==> src/verilog/ow_uart_pkg.sv <==
package ow_uart_pkg;

	// ************************************************
	// operation codes and bus transfer types
	// ************************************************

	typedef enum logic [1:0] {
		OP_RESET = 2'd0,                 // reset pulse plus presence detect
		OP_WRITE = 2'd1,                 // write one byte lsb first
		OP_READ  = 2'd2,                 // read one byte lsb first
		OP_NONE  = 2'd3                  // no bus activity
	} ow_op_e;

	typedef struct packed {
		ow_op_e     op;                  // bits 9:8 of the cmd word
		logic [7:0] data;                // byte to write
	} ow_cmd_t;

	typedef struct packed {
		logic       presence;            // device answered the last reset
		logic [7:0] rdata;               // last byte read from the bus
		logic       done;                // one cycle pulse at end of op
	} ow_rsp_t;

	// start bit in bit 0, stop bit in bit 9
	typedef logic [9:0] uart_frame_t;

	// ************************************************
	// register map and slot bytes
	// ************************************************

	localparam logic [1:0] REG_CMD    = 2'd0;  // write starts an op
	localparam logic [1:0] REG_STATUS = 2'd1;  // busy in bit 0, presence in bit 1
	localparam logic [1:0] REG_RDATA  = 2'd2;  // last read byte

	localparam logic [7:0] FRAME_RESET = 8'hF0; // long low then release at slow rate
	localparam logic [7:0] FRAME_ONE   = 8'hFF; // short low pulse only
	localparam logic [7:0] FRAME_ZERO  = 8'h00; // low for the whole slot

endpackage

==> src/verilog/ow_slot_engine.sv <==
`timescale 1ns/1ps

module ow_slot_engine (
	input  logic                     sys_clk,
	input  logic                     master_rst,
	input  logic                     cmd_start,        // only while idle
	input  ow_uart_pkg::ow_cmd_t     cmd,
	input  logic                     tx_done,
	input  logic                     rx_valid,
	input  logic [7:0]               rx_byte,          // echo of the last slot
	output ow_uart_pkg::ow_rsp_t     rsp,
	output logic                     tx_start,
	output ow_uart_pkg::uart_frame_t tx_frame,
	output logic                     slow_baud
);
	import ow_uart_pkg::*;

	localparam logic [4:0] ECHO_WAIT = 5'd16;          // clocks to wait for echo after tx_done

	typedef enum logic {
		S_IDLE,
		S_SLOT
	} state_e;

	state_e     state;
	ow_op_e     op_q;                                   // current operation
	logic [7:0] data_q;                                 // byte being written
	logic [2:0] bit_idx;                                // slot number, lsb first
	logic       tx_seen;                                // tx_done arrived this slot
	logic       rx_seen;                                // echo arrived this slot
	logic [4:0] echo_cnt;
	logic [7:0] echo_q;                                 // 0x00 when no echo came back
	logic       presence_q;
	logic [7:0] rdata_q;
	logic       done_q;
	logic [7:0] slot_byte;
	logic       slot_end;
	logic       last_slot;
	logic       echo_one;

	// ************************************************
	// slot byte select
	// ************************************************
	always_comb begin
		case (op_q)
			OP_RESET: slot_byte = FRAME_RESET;
			OP_WRITE: slot_byte = data_q[bit_idx] ? FRAME_ONE : FRAME_ZERO;
			default:  slot_byte = FRAME_ONE;            // read slot releases early
		endcase
	end

	assign tx_frame  = {1'b1, slot_byte, 1'b0};         // stop, data, start
	assign slot_end  = (state == S_SLOT) && tx_seen && (rx_seen || (echo_cnt == ECHO_WAIT));
	assign last_slot = (op_q == OP_RESET) || (bit_idx == 3'd7);
	assign echo_one  = echo_q == FRAME_ONE;             // any pulldown reads as 0
	assign rsp       = '{presence: presence_q, rdata: rdata_q, done: done_q};

	always_ff @(posedge sys_clk) begin
		if (master_rst) begin
			state      <= S_IDLE;
			tx_start   <= 1'b0;
			done_q     <= 1'b0;
			slow_baud  <= 1'b0;
			bit_idx    <= 3'd0;
			tx_seen    <= 1'b0;
			rx_seen    <= 1'b0;
			echo_cnt   <= 5'd0;
			presence_q <= 1'b0;
			rdata_q    <= 8'h00;
		end else begin
			tx_start <= 1'b0;
			done_q   <= 1'b0;
			case (state)
				S_IDLE: begin
					if (cmd_start) begin
						bit_idx   <= 3'd0;
						tx_seen   <= 1'b0;
						rx_seen   <= 1'b0;
						echo_cnt  <= 5'd0;
						slow_baud <= cmd.op == OP_RESET;   // reset pulse needs the long bit
						if (cmd.op == OP_NONE) begin
							done_q <= 1'b1;             // nothing to send
						end else begin
							state    <= S_SLOT;
							tx_start <= 1'b1;
						end
					end
				end
				S_SLOT: begin
					if (tx_done)
						tx_seen <= 1'b1;
					if (rx_valid)
						rx_seen <= 1'b1;
					if (tx_seen && !rx_seen)
						echo_cnt <= echo_cnt + 5'd1;    // echo timeout
					if (slot_end) begin
						tx_seen  <= 1'b0;
						rx_seen  <= 1'b0;
						echo_cnt <= 5'd0;
						if (op_q == OP_RESET)
							presence_q <= echo_q != FRAME_RESET;
						if (op_q == OP_READ)
							rdata_q <= {echo_one, rdata_q[7:1]};
						if (last_slot) begin
							state  <= S_IDLE;
							done_q <= 1'b1;
						end else begin
							bit_idx  <= bit_idx + 3'd1;
							tx_start <= 1'b1;           // next slot
						end
					end
				end
				default: state <= S_IDLE;
			endcase
		end
	end

	always_ff @(posedge sys_clk) begin
		if ((state == S_IDLE) && cmd_start) begin
			op_q   <= cmd.op;
			data_q <= cmd.data;
		end
		if (tx_start)
			echo_q <= 8'h00;                            // stays zero if no echo comes back
		else if (rx_valid && (state == S_SLOT))
			echo_q <= rx_byte;
	end

	a_one_frame: assert property (@(posedge sys_clk) disable iff (master_rst)
		tx_start |=> (!tx_start throughout tx_done[->1]))
		else $error("tx_start while a frame is in flight");

	a_start_idle: assert property (@(posedge sys_clk) disable iff (master_rst)
		cmd_start |-> (state == S_IDLE))
		else $error("cmd_start while engine busy");

endmodule

==> src/verilog/ow_uart_master.sv <==
`timescale 1ns/1ps

module ow_uart_master #(
	parameter int CLK_FREQ  = 960000,
	parameter int BAUD_FAST = 96000,                    // bit slots
	parameter int BAUD_SLOW = 48000                     // reset pulse
) (
	input  logic        sys_clk,
	input  logic        master_rst,
	input  logic        wb_cyc,
	input  logic        wb_stb,
	input  logic        wb_we,
	input  logic [1:0]  wb_adr,
	input  logic [31:0] wb_dat_w,
	output logic [31:0] wb_dat_r,
	output logic        wb_ack,
	input  logic        rxd,                            // bus level read back
	output logic        txd                             // drives the bus pulldown
);
	import ow_uart_pkg::*;

	ow_cmd_t     cmd;
	ow_rsp_t     rsp;
	logic        cmd_start;
	logic        tx_start;
	logic        tx_done;
	logic        slow_baud;
	uart_frame_t tx_frame;
	logic        rx_valid;
	logic [7:0]  rx_byte;

	ow_wb_regs u_regs (.sys_clk, .master_rst, .wb_cyc, .wb_stb, .wb_we, .wb_adr,
		.wb_dat_w, .rsp, .wb_dat_r, .wb_ack, .cmd, .cmd_start);

	ow_slot_engine u_engine (.sys_clk, .master_rst, .cmd_start, .cmd, .tx_done,
		.rx_valid, .rx_byte, .rsp, .tx_start, .tx_frame, .slow_baud);

	uart_tx_dual_baud #(.CLK_FREQ(CLK_FREQ), .BAUD_FAST(BAUD_FAST), .BAUD_SLOW(BAUD_SLOW))
		u_tx (.sys_clk, .master_rst, .tx_start, .slow_baud, .tx_frame, .tx_done, .txd);

	uart_rx_dual_baud #(.CLK_FREQ(CLK_FREQ), .BAUD_FAST(BAUD_FAST), .BAUD_SLOW(BAUD_SLOW))
		u_rx (.sys_clk, .master_rst, .slow_baud, .rxd, .rx_valid, .rx_byte);

endmodule

==> src/verilog/ow_wb_regs.sv <==
`timescale 1ns/1ps

module ow_wb_regs (
	input  logic                 sys_clk,
	input  logic                 master_rst,
	input  logic                 wb_cyc,
	input  logic                 wb_stb,
	input  logic                 wb_we,
	input  logic [1:0]           wb_adr,                // word address
	input  logic [31:0]          wb_dat_w,
	input  ow_uart_pkg::ow_rsp_t rsp,
	output logic [31:0]          wb_dat_r,
	output logic                 wb_ack,
	output ow_uart_pkg::ow_cmd_t cmd,
	output logic                 cmd_start              // same cycle as ack
);
	import ow_uart_pkg::*;

	logic       wb_req;                                 // new classic request
	logic       cmd_wr;                                 // accepted command write
	logic       busy_q;
	logic       presence_q;
	logic [7:0] rdata_q;

	assign wb_req = wb_cyc && wb_stb && !wb_ack;
	assign cmd_wr = wb_req && wb_we && (wb_adr == REG_CMD) && !busy_q;  // dropped while busy

	// ************************************************
	// bus handshake and status
	// ************************************************
	always_ff @(posedge sys_clk) begin
		if (master_rst) begin
			wb_ack     <= 1'b0;
			cmd_start  <= 1'b0;
			busy_q     <= 1'b0;
			presence_q <= 1'b0;
			rdata_q    <= 8'h00;
		end else begin
			wb_ack    <= wb_req;                        // single cycle ack
			cmd_start <= cmd_wr;
			if (cmd_wr) begin
				busy_q <= 1'b1;
			end else if (rsp.done) begin
				busy_q     <= 1'b0;                     // op finished
				presence_q <= rsp.presence;
				rdata_q    <= rsp.rdata;
			end
		end
	end

	always_ff @(posedge sys_clk) begin
		if (cmd_wr)
			cmd <= ow_cmd_t'(wb_dat_w[9:0]);            // op and byte in low bits
	end

	// read mux, master holds adr until ack
	always_comb begin
		wb_dat_r = 32'h0000_0000;
		case (wb_adr)
			REG_CMD:    wb_dat_r[9:0] = cmd;
			REG_STATUS: wb_dat_r[1:0] = {presence_q, busy_q};
			REG_RDATA:  wb_dat_r[7:0] = rdata_q;
			default:    wb_dat_r      = 32'h0000_0000;  // unused address
		endcase
	end

	a_ack_in_cycle: assert property (@(posedge sys_clk) disable iff (master_rst)
		wb_ack |-> (wb_cyc && wb_stb))
		else $error("wb_ack outside of a bus cycle");

endmodule

==> src/verilog/uart_rx_dual_baud.sv <==
`timescale 1ns/1ps

module uart_rx_dual_baud #(
	parameter int CLK_FREQ  = 960000,
	parameter int BAUD_FAST = 96000,
	parameter int BAUD_SLOW = 48000
) (
	input  logic       sys_clk,
	input  logic       master_rst,
	input  logic       slow_baud,                       // same rate as the transmitter
	input  logic       rxd,                             // echo from the open drain bus
	output logic       rx_valid,                        // pulse at mid stop bit
	output logic [7:0] rx_byte
);

	localparam int BIT_FAST = CLK_FREQ / BAUD_FAST;
	localparam int BIT_SLOW = CLK_FREQ / BAUD_SLOW;
	localparam int CNT_W    = $clog2(BIT_SLOW) + 1;

	localparam logic [CNT_W-1:0] LAST_FAST = CNT_W'(BIT_FAST - 1);
	localparam logic [CNT_W-1:0] LAST_SLOW = CNT_W'(BIT_SLOW - 1);
	localparam logic [CNT_W-1:0] HALF_FAST = CNT_W'(BIT_FAST / 2);
	localparam logic [CNT_W-1:0] HALF_SLOW = CNT_W'(BIT_SLOW / 2);

	logic [1:0]       rxd_sync;                         // two flop synchronizer
	logic             rxd_s;                            // synchronized rxd
	logic             rxd_prev;                         // for edge detect
	logic             start_edge;
	logic             receiving;
	logic             slow_q;
	logic [CNT_W-1:0] clk_cnt;
	logic [3:0]       bit_cnt;                          // 0 start, 1..8 data, 9 stop
	logic [7:0]       shift_q;
	logic [CNT_W-1:0] bit_last;
	logic [CNT_W-1:0] bit_half;
	logic             bit_end;
	logic             bit_mid;

	assign rxd_s      = rxd_sync[1];
	assign start_edge = !receiving && rxd_prev && !rxd_s;   // falling edge while idle
	assign bit_last   = slow_q ? LAST_SLOW : LAST_FAST;
	assign bit_half   = slow_q ? HALF_SLOW : HALF_FAST;
	assign bit_end    = clk_cnt == bit_last;
	assign bit_mid    = receiving && (clk_cnt == bit_half);

	always_ff @(posedge sys_clk) begin
		if (master_rst) begin
			rxd_sync <= 2'b11;                          // line idles high
			rxd_prev <= 1'b1;
		end else begin
			rxd_sync <= {rxd_sync[0], rxd};
			rxd_prev <= rxd_s;
		end
	end

	// ************************************************
	// frame sequencing
	// ************************************************
	always_ff @(posedge sys_clk) begin
		if (master_rst) begin
			receiving <= 1'b0;
			rx_valid  <= 1'b0;
			clk_cnt   <= '0;
			bit_cnt   <= 4'd0;
		end else begin
			rx_valid <= 1'b0;
			if (start_edge) begin
				receiving <= 1'b1;
				clk_cnt   <= '0;
				bit_cnt   <= 4'd0;
			end else if (receiving) begin
				if (bit_end) begin
					clk_cnt <= '0;
					bit_cnt <= bit_cnt + 4'd1;
				end else begin
					clk_cnt <= clk_cnt + 1'b1;
				end
				if (bit_mid && (bit_cnt == 4'd0) && rxd_s)
					receiving <= 1'b0;                  // glitch, start bit gone
				else if (bit_mid && (bit_cnt == 4'd9)) begin
					receiving <= 1'b0;
					rx_valid  <= rxd_s;                 // low stop bit drops the frame
				end
			end
		end
	end

	always_ff @(posedge sys_clk) begin
		if (start_edge)
			slow_q <= slow_baud;                        // rate fixed for this frame
		if (bit_mid && (bit_cnt >= 4'd1) && (bit_cnt <= 4'd8))
			shift_q <= {rxd_s, shift_q[7:1]};           // lsb arrives first
		if (bit_mid && (bit_cnt == 4'd9))
			rx_byte <= shift_q;
	end

endmodule

==> src/verilog/uart_tx_dual_baud.sv <==
`timescale 1ns/1ps

module uart_tx_dual_baud #(
	parameter int CLK_FREQ  = 960000,
	parameter int BAUD_FAST = 96000,
	parameter int BAUD_SLOW = 48000
) (
	input  logic                     sys_clk,
	input  logic                     master_rst,
	input  logic                     tx_start,      // one cycle send request
	input  logic                     slow_baud,     // 1 selects the slow rate
	input  ow_uart_pkg::uart_frame_t tx_frame,      // start, data, stop
	output logic                     tx_done,       // half a bit into the stop bit
	output logic                     txd
);
	import ow_uart_pkg::*;

	localparam int BIT_FAST = CLK_FREQ / BAUD_FAST;     // clocks per fast bit
	localparam int BIT_SLOW = CLK_FREQ / BAUD_SLOW;     // clocks per slow bit
	localparam int CNT_W    = $clog2(BIT_SLOW) + 1;

	localparam logic [CNT_W-1:0] LAST_FAST = CNT_W'(BIT_FAST - 1);
	localparam logic [CNT_W-1:0] LAST_SLOW = CNT_W'(BIT_SLOW - 1);
	localparam logic [CNT_W-1:0] HALF_FAST = CNT_W'(BIT_FAST / 2);
	localparam logic [CNT_W-1:0] HALF_SLOW = CNT_W'(BIT_SLOW / 2);

	logic             sending;                          // frame in progress
	logic             slow_q;                           // rate latched at start
	uart_frame_t      frame_q;                          // frame buffer
	logic [CNT_W-1:0] clk_cnt;                          // clocks within a bit
	logic [3:0]       bit_cnt;                          // bit index 0..9
	logic [CNT_W-1:0] bit_last;
	logic [CNT_W-1:0] bit_half;
	logic             bit_end;
	logic             frame_end;

	assign bit_last  = slow_q ? LAST_SLOW : LAST_FAST;
	assign bit_half  = slow_q ? HALF_SLOW : HALF_FAST;
	assign bit_end   = clk_cnt == bit_last;
	assign frame_end = sending && (bit_cnt == 4'd9) && (clk_cnt == bit_half);

	// ************************************************
	// bit timing
	// ************************************************
	always_ff @(posedge sys_clk) begin
		if (master_rst) begin
			sending <= 1'b0;
			tx_done <= 1'b0;
			clk_cnt <= '0;
			bit_cnt <= 4'd0;
		end else if (tx_start) begin
			sending <= 1'b1;                            // restart counters on request
			tx_done <= 1'b0;
			clk_cnt <= '0;
			bit_cnt <= 4'd0;
		end else if (frame_end) begin
			sending <= 1'b0;                            // mid stop bit, line already high
			tx_done <= 1'b1;
		end else begin
			tx_done <= 1'b0;
			if (sending) begin
				if (bit_end) begin
					clk_cnt <= '0;
					bit_cnt <= bit_cnt + 4'd1;          // next bit
				end else begin
					clk_cnt <= clk_cnt + 1'b1;
				end
			end else begin
				clk_cnt <= '0;
				bit_cnt <= 4'd0;
			end
		end
	end

	always_ff @(posedge sys_clk) begin
		if (tx_start) begin
			frame_q <= tx_frame;                        // hold frame for ten bits
			slow_q  <= slow_baud;
		end
	end

	// serial output, lsb first
	always_ff @(posedge sys_clk) begin
		if (master_rst)
			txd <= 1'b1;
		else if (sending)
			txd <= frame_q[bit_cnt];
		else
			txd <= 1'b1;                                // idle line high
	end

	a_idle_high: assert property (@(posedge sys_clk) disable iff (master_rst)
		!sending |-> txd)
		else $error("txd low while transmitter idle");

endmodule
==> config.mk <==
export PLATFORM = sky130hd
export DESIGN_NAME = ow_uart_master
export DESIGN_NICKNAME = d
export VERILOG_FILES = /design/src/verilog/ow_uart_pkg.sv /design/src/verilog/ow_slot_engine.sv /design/src/verilog/ow_uart_master.sv /design/src/verilog/ow_wb_regs.sv /design/src/verilog/uart_rx_dual_baud.sv /design/src/verilog/uart_tx_dual_baud.sv
export SDC_FILE = /design/constraint.sdc
export NUM_CORES = 1
export LEC_CHECK = 0
export BUFFER_PORTS_ARGS = -buffer_cell sky130_fd_sc_hd__buf_2
export CAP_MARGIN = 0
export CORE_AREA = 2 2 129 131
export DETAILED_ROUTE_END_ITERATION = 10
export DIE_AREA = 0 0 131 133
export PLACE_DENSITY = 0.47
export SKIP_CTS_REPAIR_TIMING = 1
export SYNTH_ARGS = -nofsm -noshare
export SYNTH_HDL_FRONTEND = slang
export SYNTH_SLANG_ARGS = --single-unit
==> constraint.sdc <==
create_clock -name sys_clk -period 3 [get_ports sys_clk]
set_input_delay 0.3 -clock sys_clk [delete_from_list [all_inputs] [get_ports sys_clk]]
set_output_delay 0.3 -clock sys_clk [all_outputs]
set_load 0.01 [all_outputs]
; Yosys cells after proc, flatten, opt, wreduce, memory -nomap -nowiden
; Cells that the tools add are included.
[totals]
reg_bits = 117
latchBits = 0
ramBits = 0
romBits = 0
input_bits = 40
elab_cells = 175
memories = 0
[op_classes]
add_sub_neg = 6
n_mul = 0
div_mod_pow = 0
n_lt_le_gt_ge = 4
n_eq_ne = 22
shift = 0
mux = 54
bitwise = 6
n_reduce_logical = 47
[op_table]
columns = operator, n
row1 = 1-bit 2-to-1 mux, 25
row2 = 5-bit 2-to-1 mux, 5
row3 = 6-bit equality test, 4
row4 = 1-bit logical AND, 20
row5 = 6-bit 2-to-1 mux, 3
row6 = 4-bit 2-to-1 mux, 4
row7 = 8-bit one-hot mux with 2 select lines, 1
row8 = 2-bit AND reduction, 7
row9 = "6-bit by 1-bit adder with 6-bit output, second input constant", 2
row10 = 6-bit one-hot mux with 2 select lines, 1
row11 = 1-bit one-hot mux with 2 select lines, 5
row12 = 5-bit one-hot mux with 2 select lines, 1
row13 = 3-bit 2-to-1 mux, 3
row14 = 3-bit AND reduction, 3
row15 = "4-bit by 1-bit adder with 4-bit output, second input constant", 2
row16 = "4-bit equality test, second input constant", 2
row17 = "8-bit equality test, second input constant", 1
row18 = 8-bit 2-to-1 mux, 1
row19 = "2-bit inequality test, second input constant", 4
row20 = "8-bit inequality test, second input constant", 1
row21 = "2-bit equality test, second input constant", 3
row22 = 2-bit zero test, 3
row23 = "3-bit by 2-bit inequality test with 1-bit output, second input constant", 2
row24 = 1-bit NOT, 6
row25 = 21 further kinds, 30

; Longest topological paths before layout
; Gate-level depths: netlist of run 1.
[depth]
word_depth = 8
depth_mapped = 6
depth_no_buf = 6

; Modules after synthesis
; From an unflattened synthesis of run 1, not the netlist that was laid out.
[unflattened]
hier_cells = 482
area_unflattened_um2 = 5381.4
[modules_own_cells]
columns = module, instances, cells_per_inst, area_per_inst_um2, seq_area_each_um2
row1 = ow_slot_engine, 1, 179, 1814.2, 920.9
row2 = uart_rx_dual_baud, 1, 110, 1350.0, 810.8
row3 = ow_wb_regs, 1, 107, 1138.6, 540.5
row4 = uart_tx_dual_baud, 1, 86, 1078.5, 590.6

; Worst setup path before layout of run 1
; OpenSTA, ideal clock, no wires.
[synth_timing]
path_type = register to register
start = reg u_rx.slow_q
end = reg u_rx.shift_q[0] (enable)
setup_ns = 0.373
arrival_ns = 1.753
path_slack_ns = 0.874
path_stages_with_launch = 4
path_buffers = 0
period_less_slack_ns = 2.126
path_cell_list = edfxtp_1 or4_4 a2111oi_4 nor2b_1
[synth_between]
elab_chain_cells = 5
[synth_rtl]
columns = item, line
row1 = from (decl), uart_rx_dual_baud.sv:30  ; logic slow_q;
row2 = from (signal assigned), uart_rx_dual_baud.sv:90  ; slow_q <= slow_baud;
row3 = 4-bit 2-to-1 mux, uart_rx_dual_baud.sv:42  ; assign bit_half = slow_q ? HALF_SLOW : HALF_FAST;
row4 = 6-bit equality test, uart_rx_dual_baud.sv:44  ; assign bit_mid = receiving && (clk_cnt == bit_half);
row5 = 1-bit logical AND, uart_rx_dual_baud.sv:44
row6 = 1-bit logical AND (2 in a row), uart_rx_dual_baud.sv:91  ; if (bit_mid && (bit_cnt >= 4'd1) && (bit_cnt <= 4'd8))
row7 = to (signal assigned), uart_rx_dual_baud.sv:92  ; shift_q <= {rxd_s, shift_q[7:1]};
row8 = to (decl), uart_rx_dual_baud.sv:33  ; logic [7:0] shift_q;
; Every way passes these cells.
; A chain may end at the register's enable or synchronous reset.

; Worst setup path in the final report of run 1
[layout_timing]
start = reg u_rx.clk_cnt[2]
end = reg u_rx.shift_q[0] (enable)
[layout_between]
elab_chain_cells = 4
[layout_rtl]
columns = item, line
row1 = from (decl), uart_rx_dual_baud.sv:31  ; logic [CNT_W-1:0] clk_cnt;
row2 = from (signal assigned), uart_rx_dual_baud.sv:76  ; clk_cnt <= clk_cnt + 1'b1;
row3 = 6-bit equality test, uart_rx_dual_baud.sv:44
row4 = 1-bit logical AND, uart_rx_dual_baud.sv:44
row5 = 1-bit logical AND (2 in a row), uart_rx_dual_baud.sv:91
; Every way passes these cells.

==> reports/qor.txt, run 1 <==
Layout area overhead = 12.7%
Setup TNS = 0 ns
Drt via density = 4.38
Worst Path Max Fanout = 8
Flop-to-flop setup slack = 0.68 ns
Chip width = 131 um
Synth Register Bits = 111
R2R Path End = u_rx.shift_q[0]$_DFFE_PP_
Post-synth EDFFs = 40
Initial Util = 0.292
Area of the multi-input gates = 1910 um2
Synth Flop Type = dfxtp_1
Vias in the first global route = 2831
1st-iter DRT viols = 121
CP Launch Type = register
Ranking of synthesized cells by area = dfxtp_1 30%, edfxtp_1 25%, mux2i_1 5.9%
Fillers = 1679
Final ANT Viol Nets = 0
Final hold viol count = 0
# Max-Cap Violations = 0
Relative slew slack = 0.531
Post-route minimum period = 2.32 ns
WHS Endpoint = u_regs.cmd[5]$_DFFE_PP_
Initial antenna violation count = 0
Share of the synthesized area in the top cell type = 0.301
Int Power = 0.00222 W
Pwr per Cell Area = 537 nW/um2
Min Hold Slack = 0.119 ns
Antenna cells = 0
Per-cell routed wire length = 12.1 um
CTS tree = done
Synthesized area = 4720 um2
Critical path class = register to register
Cell variety after synth = 54
Final setup viols = 0
Num ports = 74
Final wirelength = 8320 um
Final Max Slew Viols = 0
Max Clk Rate = 432 MHz
CTS Buf Count = 9
Status = finished, final reports clean
Yosys warns = 0
FF-to-FF path depth = 4
Reg2Reg Launch Point = u_rx.clk_cnt[2]$_SDFFE_PP0P_
Vias after detailed routing = 3006
Clock power frac = 0.427
Sw power = 0.000640 W
VDD IR max = 363 uV
Port-buffer cells = 29
Area of the die = 17400 um2
Largest net degree at the start of global routing = 33
Total global routing overflow = 0
Sequential share of power = 0.547
Total track usage = 0.101
Fin Clk Skew = 0.00783 ns
# DRC = 0
Placed instance area = 5010 um2
Post-detail-place hpwl = 6010 um
Core footprint = 16200 um2
Sw Share = 0.224
Post-Synthesis Cells = 433
Floorplan row count = 47
Worst hold path type = input port to register
Clock sink count = 111
Final setup margin = 0.683 ns
RSZ-0062 raised after global routing = no
Pre-antenna DRT Iters = 4
Clock Latency Late Sink = 0.35 ns
Crit path required time = 2.99 ns
Max clock buf depth = 2
Clock root buffer = clkbuf_16
Final instance area = 5320 um2
Sequential cell area fraction in the yosys report = 0.555
Slew @ Worst Pin = 0.704 ns
Post-place setup slack = 0.651 ns
Clock slew at reported path FFs = 0.08 ns
Fin nets = 514
Layout cells sized above 1 = 0.150
Hold_sp = wb_dat_w[5]
Combinational share of power = 0.026
Final core utilization = 0.329
Setup crit end kind = register
H-tree lvl count = 3
Register area = 2620 um2
Leading area contributor after synthesis = dfxtp_1
Worst EP arrival = 2.30 ns
Syn Area/Cell = 10.9 um2
Tcrit/Tclk final = 0.772
Die height = 133 um
First-pass GRT wire length = 13900 um
Leakage = 2.04 nW
Post-synthesis async set-or-reset flop share = 0
Hold depth = 1
GPL Wtd Cong = 0.755
[flip-flops by register name, indices dropped and copies added (netlist names), 2 cells and up]
| name | cells |
|---|---|
| u_engine.bit_idx | 3 |
| u_engine.data_q | 8 |
| u_engine.echo_cnt | 5 |
| u_engine.echo_q | 8 |
| u_engine.op_q | 2 |
| u_engine.rdata_q | 8 |
| u_regs.cmd | 10 |
| u_regs.rdata_q | 8 |
| u_rx.bit_cnt | 4 |
| u_rx.clk_cnt | 6 |
| u_rx.rx_byte | 8 |
| u_rx.rxd_sync | 2 |
| u_rx.shift_q | 8 |
| u_tx.bit_cnt | 4 |
| u_tx.clk_cnt | 6 |
| u_tx.frame_q | 2 |
[placed cells by master (no fill, tap or decap), drive strengths merged, types with 2 or more instances in the layout]
| cell | instances |
|---|---|
| mux2 | 2 |
| mux4 | 2 |
| and4bb | 2 |
| xor2 | 14 |
| nand3 | 13 |
| mux2i | 28 |
| nand2b | 2 |
| o2111ai | 2 |
| o31ai | 2 |
| nand4 | 8 |
| o21ai | 10 |
| o211ai | 6 |
| xnor2 | 4 |
| nand2 | 25 |
| or2 | 11 |
| or4 | 4 |
| nor3 | 5 |
| and3 | 3 |
| dfxtp | 71 |
| clkinv | 2 |
| buf | 32 |
| and4b | 3 |
| nor2 | 65 |
| ha | 12 |
| a21oi | 23 |
| clkbuf | 10 |
| conb | 22 |
| inv | 15 |
| nor4b | 2 |
| nor2b | 7 |
| nor3b | 4 |
| edfxtp | 40 |
| o22a | 2 |
[through the flow]
stage,instances,power (W)
global route,687,0.00297
floorplan,454,0.00167
CTS,687,0.00290
finish,687,0.00286
detailed placement,671,0.00168
global placement,671,0.00167
[layout make-up]
cell class	count	area share
well taps	220	0.0517
clock inverters	6	0.0106
multi-input cells	297	0.359
flip-flops and latches	111	0.493
repair buffers	32	0.0315
clock buffers	10	0.0470
inverters	11	0.00776
[power by group through the flow]
stage	Sequential (W)	Clock [W]	Combinational, W
after floorplan	0.00160	0	0.0000752
after global placement	0.00160	0	0.0000743
after detailed placement	0.00160	0	0.0000755
after CTS	0.00156	0.00126	0.0000759
after global routing	0.00157	0.00132	0.0000853
final	0.00156	0.00122	0.0000745
[synth_stat cells, types with 3 or more instances]
| cell type | count |
|---|---|
| a21oi_1 | 23 |
| and3_1 | 3 |
| and4b_1 | 3 |
| buf_4 | 24 |
| clkbuf_1 | 8 |
| dfxtp_1 | 71 |
| edfxtp_1 | 40 |
| ha_1 | 12 |
| inv_1 | 11 |
| mux2i_1 | 28 |
| nand2_1 | 25 |
| nand3_1 | 13 |
| nand4_1 | 8 |
| nor2_1 | 65 |
| nor2b_1 | 7 |
| nor3_1 | 5 |
| nor3b_1 | 4 |
| o211ai_1 | 6 |
| o21ai_0 | 6 |
| o21ai_1 | 3 |
| or2_2 | 10 |
| or4_1 | 3 |
| xnor2_1 | 4 |
| xor2_1 | 14 |
[worst max path at each step]
| stage | from | to | slack, ns |
|---|---|---|---|
| after floorplan | u_rx.slow_q$_DFFE_PP_ | u_rx.shift_q[0]$_DFFE_PP_ | 0.87 |
| after detailed placement | u_rx.clk_cnt[2]$_SDFFE_PP0P_ | u_rx.shift_q[1]$_DFFE_PP_ | 0.65 |
| after global placement | u_rx.clk_cnt[2]$_SDFFE_PP0P_ | u_rx.shift_q[0]$_DFFE_PP_ | 0.67 |
| final | u_rx.clk_cnt[2]$_SDFFE_PP0P_ | u_rx.shift_q[0]$_DFFE_PP_ | 0.68 |
| after global routing | u_rx.clk_cnt[2]$_SDFFE_PP0P_ | u_rx.shift_q[7]$_DFFE_PP_ | 0.50 |
| after CTS | u_rx.clk_cnt[0]$_SDFFE_PP0P_ | u_rx.shift_q[3]$_DFFE_PP_ | 0.64 |
[routing by layer]
| metal | up-vias | global-route usage | wire [um] |
|---|---|---|---|
| met5 | - | 0 | 0 |
| met4 | 0 | 0.0230 | 79 |
| met3 | 6 | 0.0344 | 300 |
| met2 | 38 | 0.159 | 3890 |
| met1 | 1423 | 0.133 | 4040 |
| li1 | 1539 | - | - |
[critical path, cell delays in order (launching register included)]
cell	delay (ns)
dfxtp_1	0.43
nand2_1	0.08
or4_4	0.43
a2111oi_4	0.41
nor2b_1	0.60
[cells by family after synthesis]
kind of cell	after synthesis	share of synthesized area
and+or+nand+nor	160	0.174
DFF	111	0.555
AOI/OAI and AO/OA	53	0.0742
buffers and inverters	46	0.0575
muxes	32	0.0736
xor gates and xnor gates	18	0.0334
adders and majority gates	12	0.0318
other	1	0.000794
No activity file was read; power rests on OpenSTA's default activity.
==> run 2: changes to the inputs <==
--- a/config.mk
+++ b/config.mk
@@ -5,12 +5,13 @@
 export SDC_FILE = /design/constraint.sdc
 export NUM_CORES = 1
 export LEC_CHECK = 0
+export ABC_AREA = 1
 export BUFFER_PORTS_ARGS = -buffer_cell sky130_fd_sc_hd__buf_2
 export CAP_MARGIN = 0
-export CORE_AREA = 2 2 129 131
+export CORE_AREA = 2 2 130 132
 export DETAILED_ROUTE_END_ITERATION = 10
-export DIE_AREA = 0 0 131 133
-export PLACE_DENSITY = 0.47
+export DIE_AREA = 0 0 132 134
+export PLACE_DENSITY = 0.49
 export SKIP_CTS_REPAIR_TIMING = 1
 export SYNTH_ARGS = -nofsm -noshare
 export SYNTH_HDL_FRONTEND = slang
==> constraint.sdc (replaced) <==
create_clock -name sys_clk -period 2.1 [get_ports sys_clk]
set_input_delay 0.21 -clock sys_clk [delete_from_list [all_inputs] [get_ports sys_clk]]
set_output_delay 0.21 -clock sys_clk [all_outputs]
set_load 0.01 [all_outputs]
==> run 2 against run 1 <==
Against the previous run:
- area after synthesis grew 2.4%
- final cell count grew 15%
- count of clock-buffer cells in the layout grew 1
- wire length grew 4.4%
- non-clock buffer count grew 1
- global-route usage grew 0.18 points
- combinational power grew 88%
- highest routed layer unchanged
==> reports/qor.txt, run 2 <==
Status = finished, final reports clean
Met2 usage = 0.170
Slowest cell on the critical path = edfxtp_1
Largest net degree at the start of global routing = 20
Vias in the first global route = 3236
Sequential share of power = 0.551
Min Hold Slack = 0.0421 ns
Cell variety after synth = 36
Int Power = 0.00318 W
Post-synthesis async set-or-reset flop share = 0
GPL Wtd Cong = 0.833
Sw Share = 0.220
Pre-antenna DRT Iters = 4
Clock power frac = 0.415
Fin Clk Skew = 0.00815 ns
Sequential cell area fraction in the yosys report = 0.542
Final non-filler cell total = 787
Vias after detailed routing = 3333
Met3 Usage GRT = 0.0242
Final hold viol count = 0
Post-detail-place hpwl = 6510 um
Slew @ Worst Pin = 0.525 ns
Final ANT Viol Nets = 0
Leading area contributor after synthesis = dfxtp_1
Antenna cells = 0
FF-to-FF path depth = 5
Critical path class = register to register
CTS Buf Count = 9
Met1 GRT Util = 0.134
VDD IR max = 426 uV
Core footprint = 16300 um2
Area of the die = 17700 um2
Port-buffer cells = 29
Setup TNS = 0 ns
Max reg flops = 10
Crit path required time = 2.12 ns
Yosys warns = 0
Share of the synthesized area in the top cell type = 0.294
Layout cells sized above 1 = 0.138
Most flops, register = u_regs.cmd
Max clock buf depth = 2
Most common cell after layout, fill and taps aside = nor2_1
Final setup viols = 0
Placed Cells incl. Taps = 771
Tcrit/Tclk final = 0.778
Pwr per Cell Area = 750 nW/um2
Chip width = 132 um
Clock Latency Late Sink = 0.34 ns
Initial Util = 0.297
Final setup margin = 0.467 ns
Most instantiated cells after synthesis = 72 x nor2_1, 71 x dfxtp_1, 61 x inv_1
Die height = 134 um
Post-synth EDFFs = 40
CP cell instances = o21ai_0 > nand2_1 > nor2_1 > nand3_1 > inv_1
Num ports = 74
Count leader, synth = nor2_1
Combinational share of power = 0.034
CTS tree = done
First-pass GRT wire length = 14800 um
# Max-Cap Violations = 0
Final wirelength = 8690 um
Worst EP arrival = 1.66 ns
Worst hold path type = input port to register
Per-cell routed wire length = 11.0 um
Post-place setup slack = 0.467 ns
H-tree lvl count = 3
Relative slew slack = 0.648
# DRC = 0
Fin nets = 614
Total track usage = 0.103
Synthesized area = 4840 um2
Hold depth = 1
Clock slew at reported path FFs = 0.07 ns
Most frequent cells in the layout = 72 x nor2_1, 71 x dfxtp_1, 61 x inv_1
1st-iter DRT viols = 127
Ranking of synthesized cells by area = dfxtp_1 29%, edfxtp_1 25%, nor2_1 5.6%
Sw power = 0.000900 W
Max Clk Rate = 612 MHz
Final Max Slew Viols = 0
Syn Area/Cell = 9.15 um2
Setup crit end kind = register
Gr busiest metal = met2
Synth Flop Type = dfxtp_1
Clock sink count = 111
Post-Synthesis Cells = 529
Total global routing overflow = 0
Initial antenna violation count = 0
Layout area overhead = 12.5%
CP Launch Type = register
Floorplan row count = 47
Drt via density = 4.24
Synth Register Bits = 111
Slowest stage delay, CP = 0.48 ns
Post-route minimum period = 1.63 ns
RSZ-0062 raised after global routing = no
Clock root buffer = clkbuf_16
Leakage = 2.11 nW
Worst Path Max Fanout = 8
[run 2: path summary, 6_finish.rpt]
| kind | start | end | slack, ns |
|---|---|---|---|
| min | wb_dat_w[4] | u_regs.cmd[4]$_DFFE_PP_ | 0.04 |
| max reg2reg | u_rx.slow_q$_DFFE_PP_ | u_rx.rx_byte[2]$_DFFE_PP_ | 0.47 |
| max | u_rx.slow_q$_DFFE_PP_ | u_rx.rx_byte[2]$_DFFE_PP_ | 0.47 |
| min reg2reg | u_rx.rxd_sync[0]$_SDFF_PP1_ | u_rx.rxd_sync[1]$_SDFF_PP1_ | 0.41 |
[run 2: cell families (layout without fill, tap and decap cells)]
| family | after synthesis | after routing | share of synthesized area |
|---|---|---|---|
| AO/OA/AOI/OAI | 94 | 94 | 0.106 |
| XOR/XNOR | 15 | 15 | 0.0272 |
| adder cells (fa/ha/maj) | 12 | 12 | 0.0310 |
| buffers and inverters | 95 | 112 | 0.0954 |
| flip-flops | 111 | 111 | 0.542 |
| other | 1 | 22 | 0.000775 |
| AND/OR/NAND/NOR | 201 | 201 | 0.198 |
[run 2: critical path, delay by kind of cell (launching register included)]
family          cells  cell delay [ns]
simple gates        3             0.39
compound gates      1             0.18
buf+inv             1             0.27
flops               1             0.48
[run 2: power by group through the flow]
| stage | clock, W | sequential [W] | combinational (W) |
|---|---|---|---|
| 4_1_cts | 0.00176 | 0.00225 | 0.000140 |
| 6_report | 0.00169 | 0.00225 | 0.000140 |
| 3_5_place_dp | 0 | 0.00230 | 0.000140 |
| 3_3_place_gp | 0 | 0.00230 | 0.000139 |
| 2_1_floorplan | 0 | 0.00229 | 0.000120 |
| 5_1_grt | 0.00184 | 0.00225 | 0.000159 |
[run 2: area by class of cell]
class | instances | area, um2
clock buffer | 11 | 254
clock inverter | 5 | 47.5
fill | 1706 | 10800
inverter | 63 | 236
multi-input combinational | 344 | 1830
sequential | 111 | 2620
tap | 220 | 275
timing repair buffer | 33 | 175
[run 2: per-layer routing]
metal	up-vias	part of all wire
met5	-	0
li1	1771	-
met4	0	0.0051
met1	1520	0.49
met3	4	0.027
met2	38	0.48
[run 2: per-stage QoR]
step	power [W]	util	area (um2)
2_1_floorplan	0.00241	-	4920
3_3_place_gp	0.00244	0.316	5140
3_5_place_dp	0.00244	0.316	5140
4_1_cts	0.00414	0.334	5440
5_1_grt	0.00424	0.334	5440
6_report	0.00408	0.334	5440
==> run 3: changes to the inputs <==
==> constraint.sdc (replaced) <==
create_clock -name sys_clk -period 1.39 [get_ports sys_clk]
set_input_delay 0.139 -clock sys_clk [delete_from_list [all_inputs] [get_ports sys_clk]]
set_output_delay 0.139 -clock sys_clk [all_outputs]
set_load 0.01 [all_outputs]
==> run 3 against run 2 <==
Against the previous run:
- the run now ends with setup timing left
- sequential power increased by 51%
- critical path depth increased by 2
- largest cell class unchanged
- critical path type unchanged
- utilization increased by 4.2 points
- combinational power increased by 110%
- cell area increased by 13%
- sequential cell count unchanged
- non-clock buffer count increased by 54
==> reports/qor.txt, run 3 (synthesized netlist as in run 2, its figures left out) <==
Status = finished with violations
Violated checks = setup timing
Final setup margin = -0.126 ns
Worst hold path type = input port to register
Final ANT Viol Nets = 0
Vias in the first global route = 3364
Num ports = 74
Fillers = 1657
# DRC = 0
Total track usage = 0.110
Pwr per Cell Area = 1020 nW/um2
Max clock buf depth = 2
Setup crit end kind = register
CTS tree = done
Final setup viols = 18
Final hold viol count = 0
Tcrit/Tclk final = 1.09
Clock root buffer = clkbuf_16
Initial Util = 0.297
Clock sink count = 111
Pre-antenna DRT Iters = 4
Die height = 134 um
Final Power = 0.00628 W
Met1 WL = 4520 um
Final Max Slew Viols = 0
Most flops, register = u_regs.cmd
VDD IR max = 623 uV
Post-detail-place hpwl = 7180 um
Wire length on met2 = 4730 um
Critical path class = register to register
Drt via density = 4.30
Port-buffer cells = 29
Placed Cells incl. Taps = 808
Clock Latency Late Sink = 0.34 ns
Most common cell after layout, fill and taps aside = dfxtp_1
WL met3 = 247 um
Worst EP arrival = 1.57 ns
RSZ-0062 raised after global routing = yes
Post-route minimum period = 1.52 ns
Max Clk Rate = 660 MHz
1st-iter DRT viols = 135
# Max-Cap Violations = 0
Fin Clk Skew = 0.00884 ns
H-tree lvl count = 3
CTS Buf Count = 9
Fin nets = 668
Final core utilization = 0.376
Max Used Layer = met4
Largest net degree at the start of global routing = 20
Most frequent cells in the layout = 67 x dfxtp_1, 63 x nor2_1, 55 x inv_1
Floorplan row count = 47
Core footprint = 16300 um2
Total global routing overflow = 0
Layout cells sized above 1 = 0.261
Chip width = 132 um
GPL Wtd Cong = 0.801
Leakage = 2.42 nW
Initial antenna violation count = 0
Post-place setup slack = -0.178 ns
Layout area overhead = 26.7%
Antenna cells = 0
Per-cell routed wire length = 11.3 um
Vias after detailed routing = 3617
Final non-filler cell total = 841
Crit path required time = 1.45 ns
Final wirelength = 9540 um
First-pass GRT wire length = 15700 um
Worst Path Max Fanout = 8
Hold depth = 2
Area of the die = 17700 um2
FF-to-FF path depth = 7
CP Launch Type = register
Max reg flops = 10
Clock slew at reported path FFs = 0.08 ns
-- run 3: critical path, cell delays in order (launching register included) --
cell and delay, ns:
edfxtp_1 0.43, inv_2 0.07, nand2_1 0.05, o21ai_0 0.07, nor2_1 0.18, nand2_2 0.10, a211oi_4 0.17, buf_6 0.16
-- run 3: final cells by class --
class                           instances  area, um2  share of cell area
Multi-Input combinational cell        344       2020               0.330
Clock buffer                            9        225              0.0367
Timing Repair Buffer                   87        662               0.108
Inverter                               63        241              0.0394
Clock inverter                          7       76.3              0.0124
Sequential cell                       111       2630               0.428
Tap cell                              220        275              0.0449
-- run 3: metrics by stage --
stage / TNS (ns) / hold slack (ns) / cell area [um2]
2_1_floorplan: -0.852 / 0.208 / 4930
3_3_place_gp: -1.14 / 0.318 / 5460
3_5_place_dp: -2.52 / 0.318 / 5460
4_1_cts: -2.81 / -0.0485 / 5760
5_1_grt: -3.67 / 0.0557 / 6130
6_report: -1.36 / 0.0705 / 6130
-- run 3: final timing paths --
| path | from | to | slack, ns |
|---|---|---|---|
| worst min register to register | u_rx.rxd_sync[0]$_SDFF_PP1_ | u_rx.rxd_sync[1]$_SDFF_PP1_ | 0.41 |
| worst min-delay path | master_rst | u_engine.bit_idx[1]$_SDFFE_PP0P_ | 0.07 |
| worst max register to register | u_rx.slow_q$_DFFE_PP_ | u_rx.shift_q[2]$_DFFE_PP_ | -0.13 |
| worst max-delay path | u_rx.slow_q$_DFFE_PP_ | u_rx.shift_q[2]$_DFFE_PP_ | -0.13 |
-- run 3: power by group --
part	internal, W	total, W	switching, W	leakage [nW]
Clock	0.00142	0.00260	0.00118	0.151
Combinational	0.000122	0.000289	0.000167	1.33
Sequential	0.00337	0.00339	0.0000176	0.937
-- run 3: per-layer routing --
layer  GRT usage  vias up
met5           0        -
met2       0.179       55
met3      0.0299        4
met4      0.0350        0
met1       0.141     1673
li1            -     1885
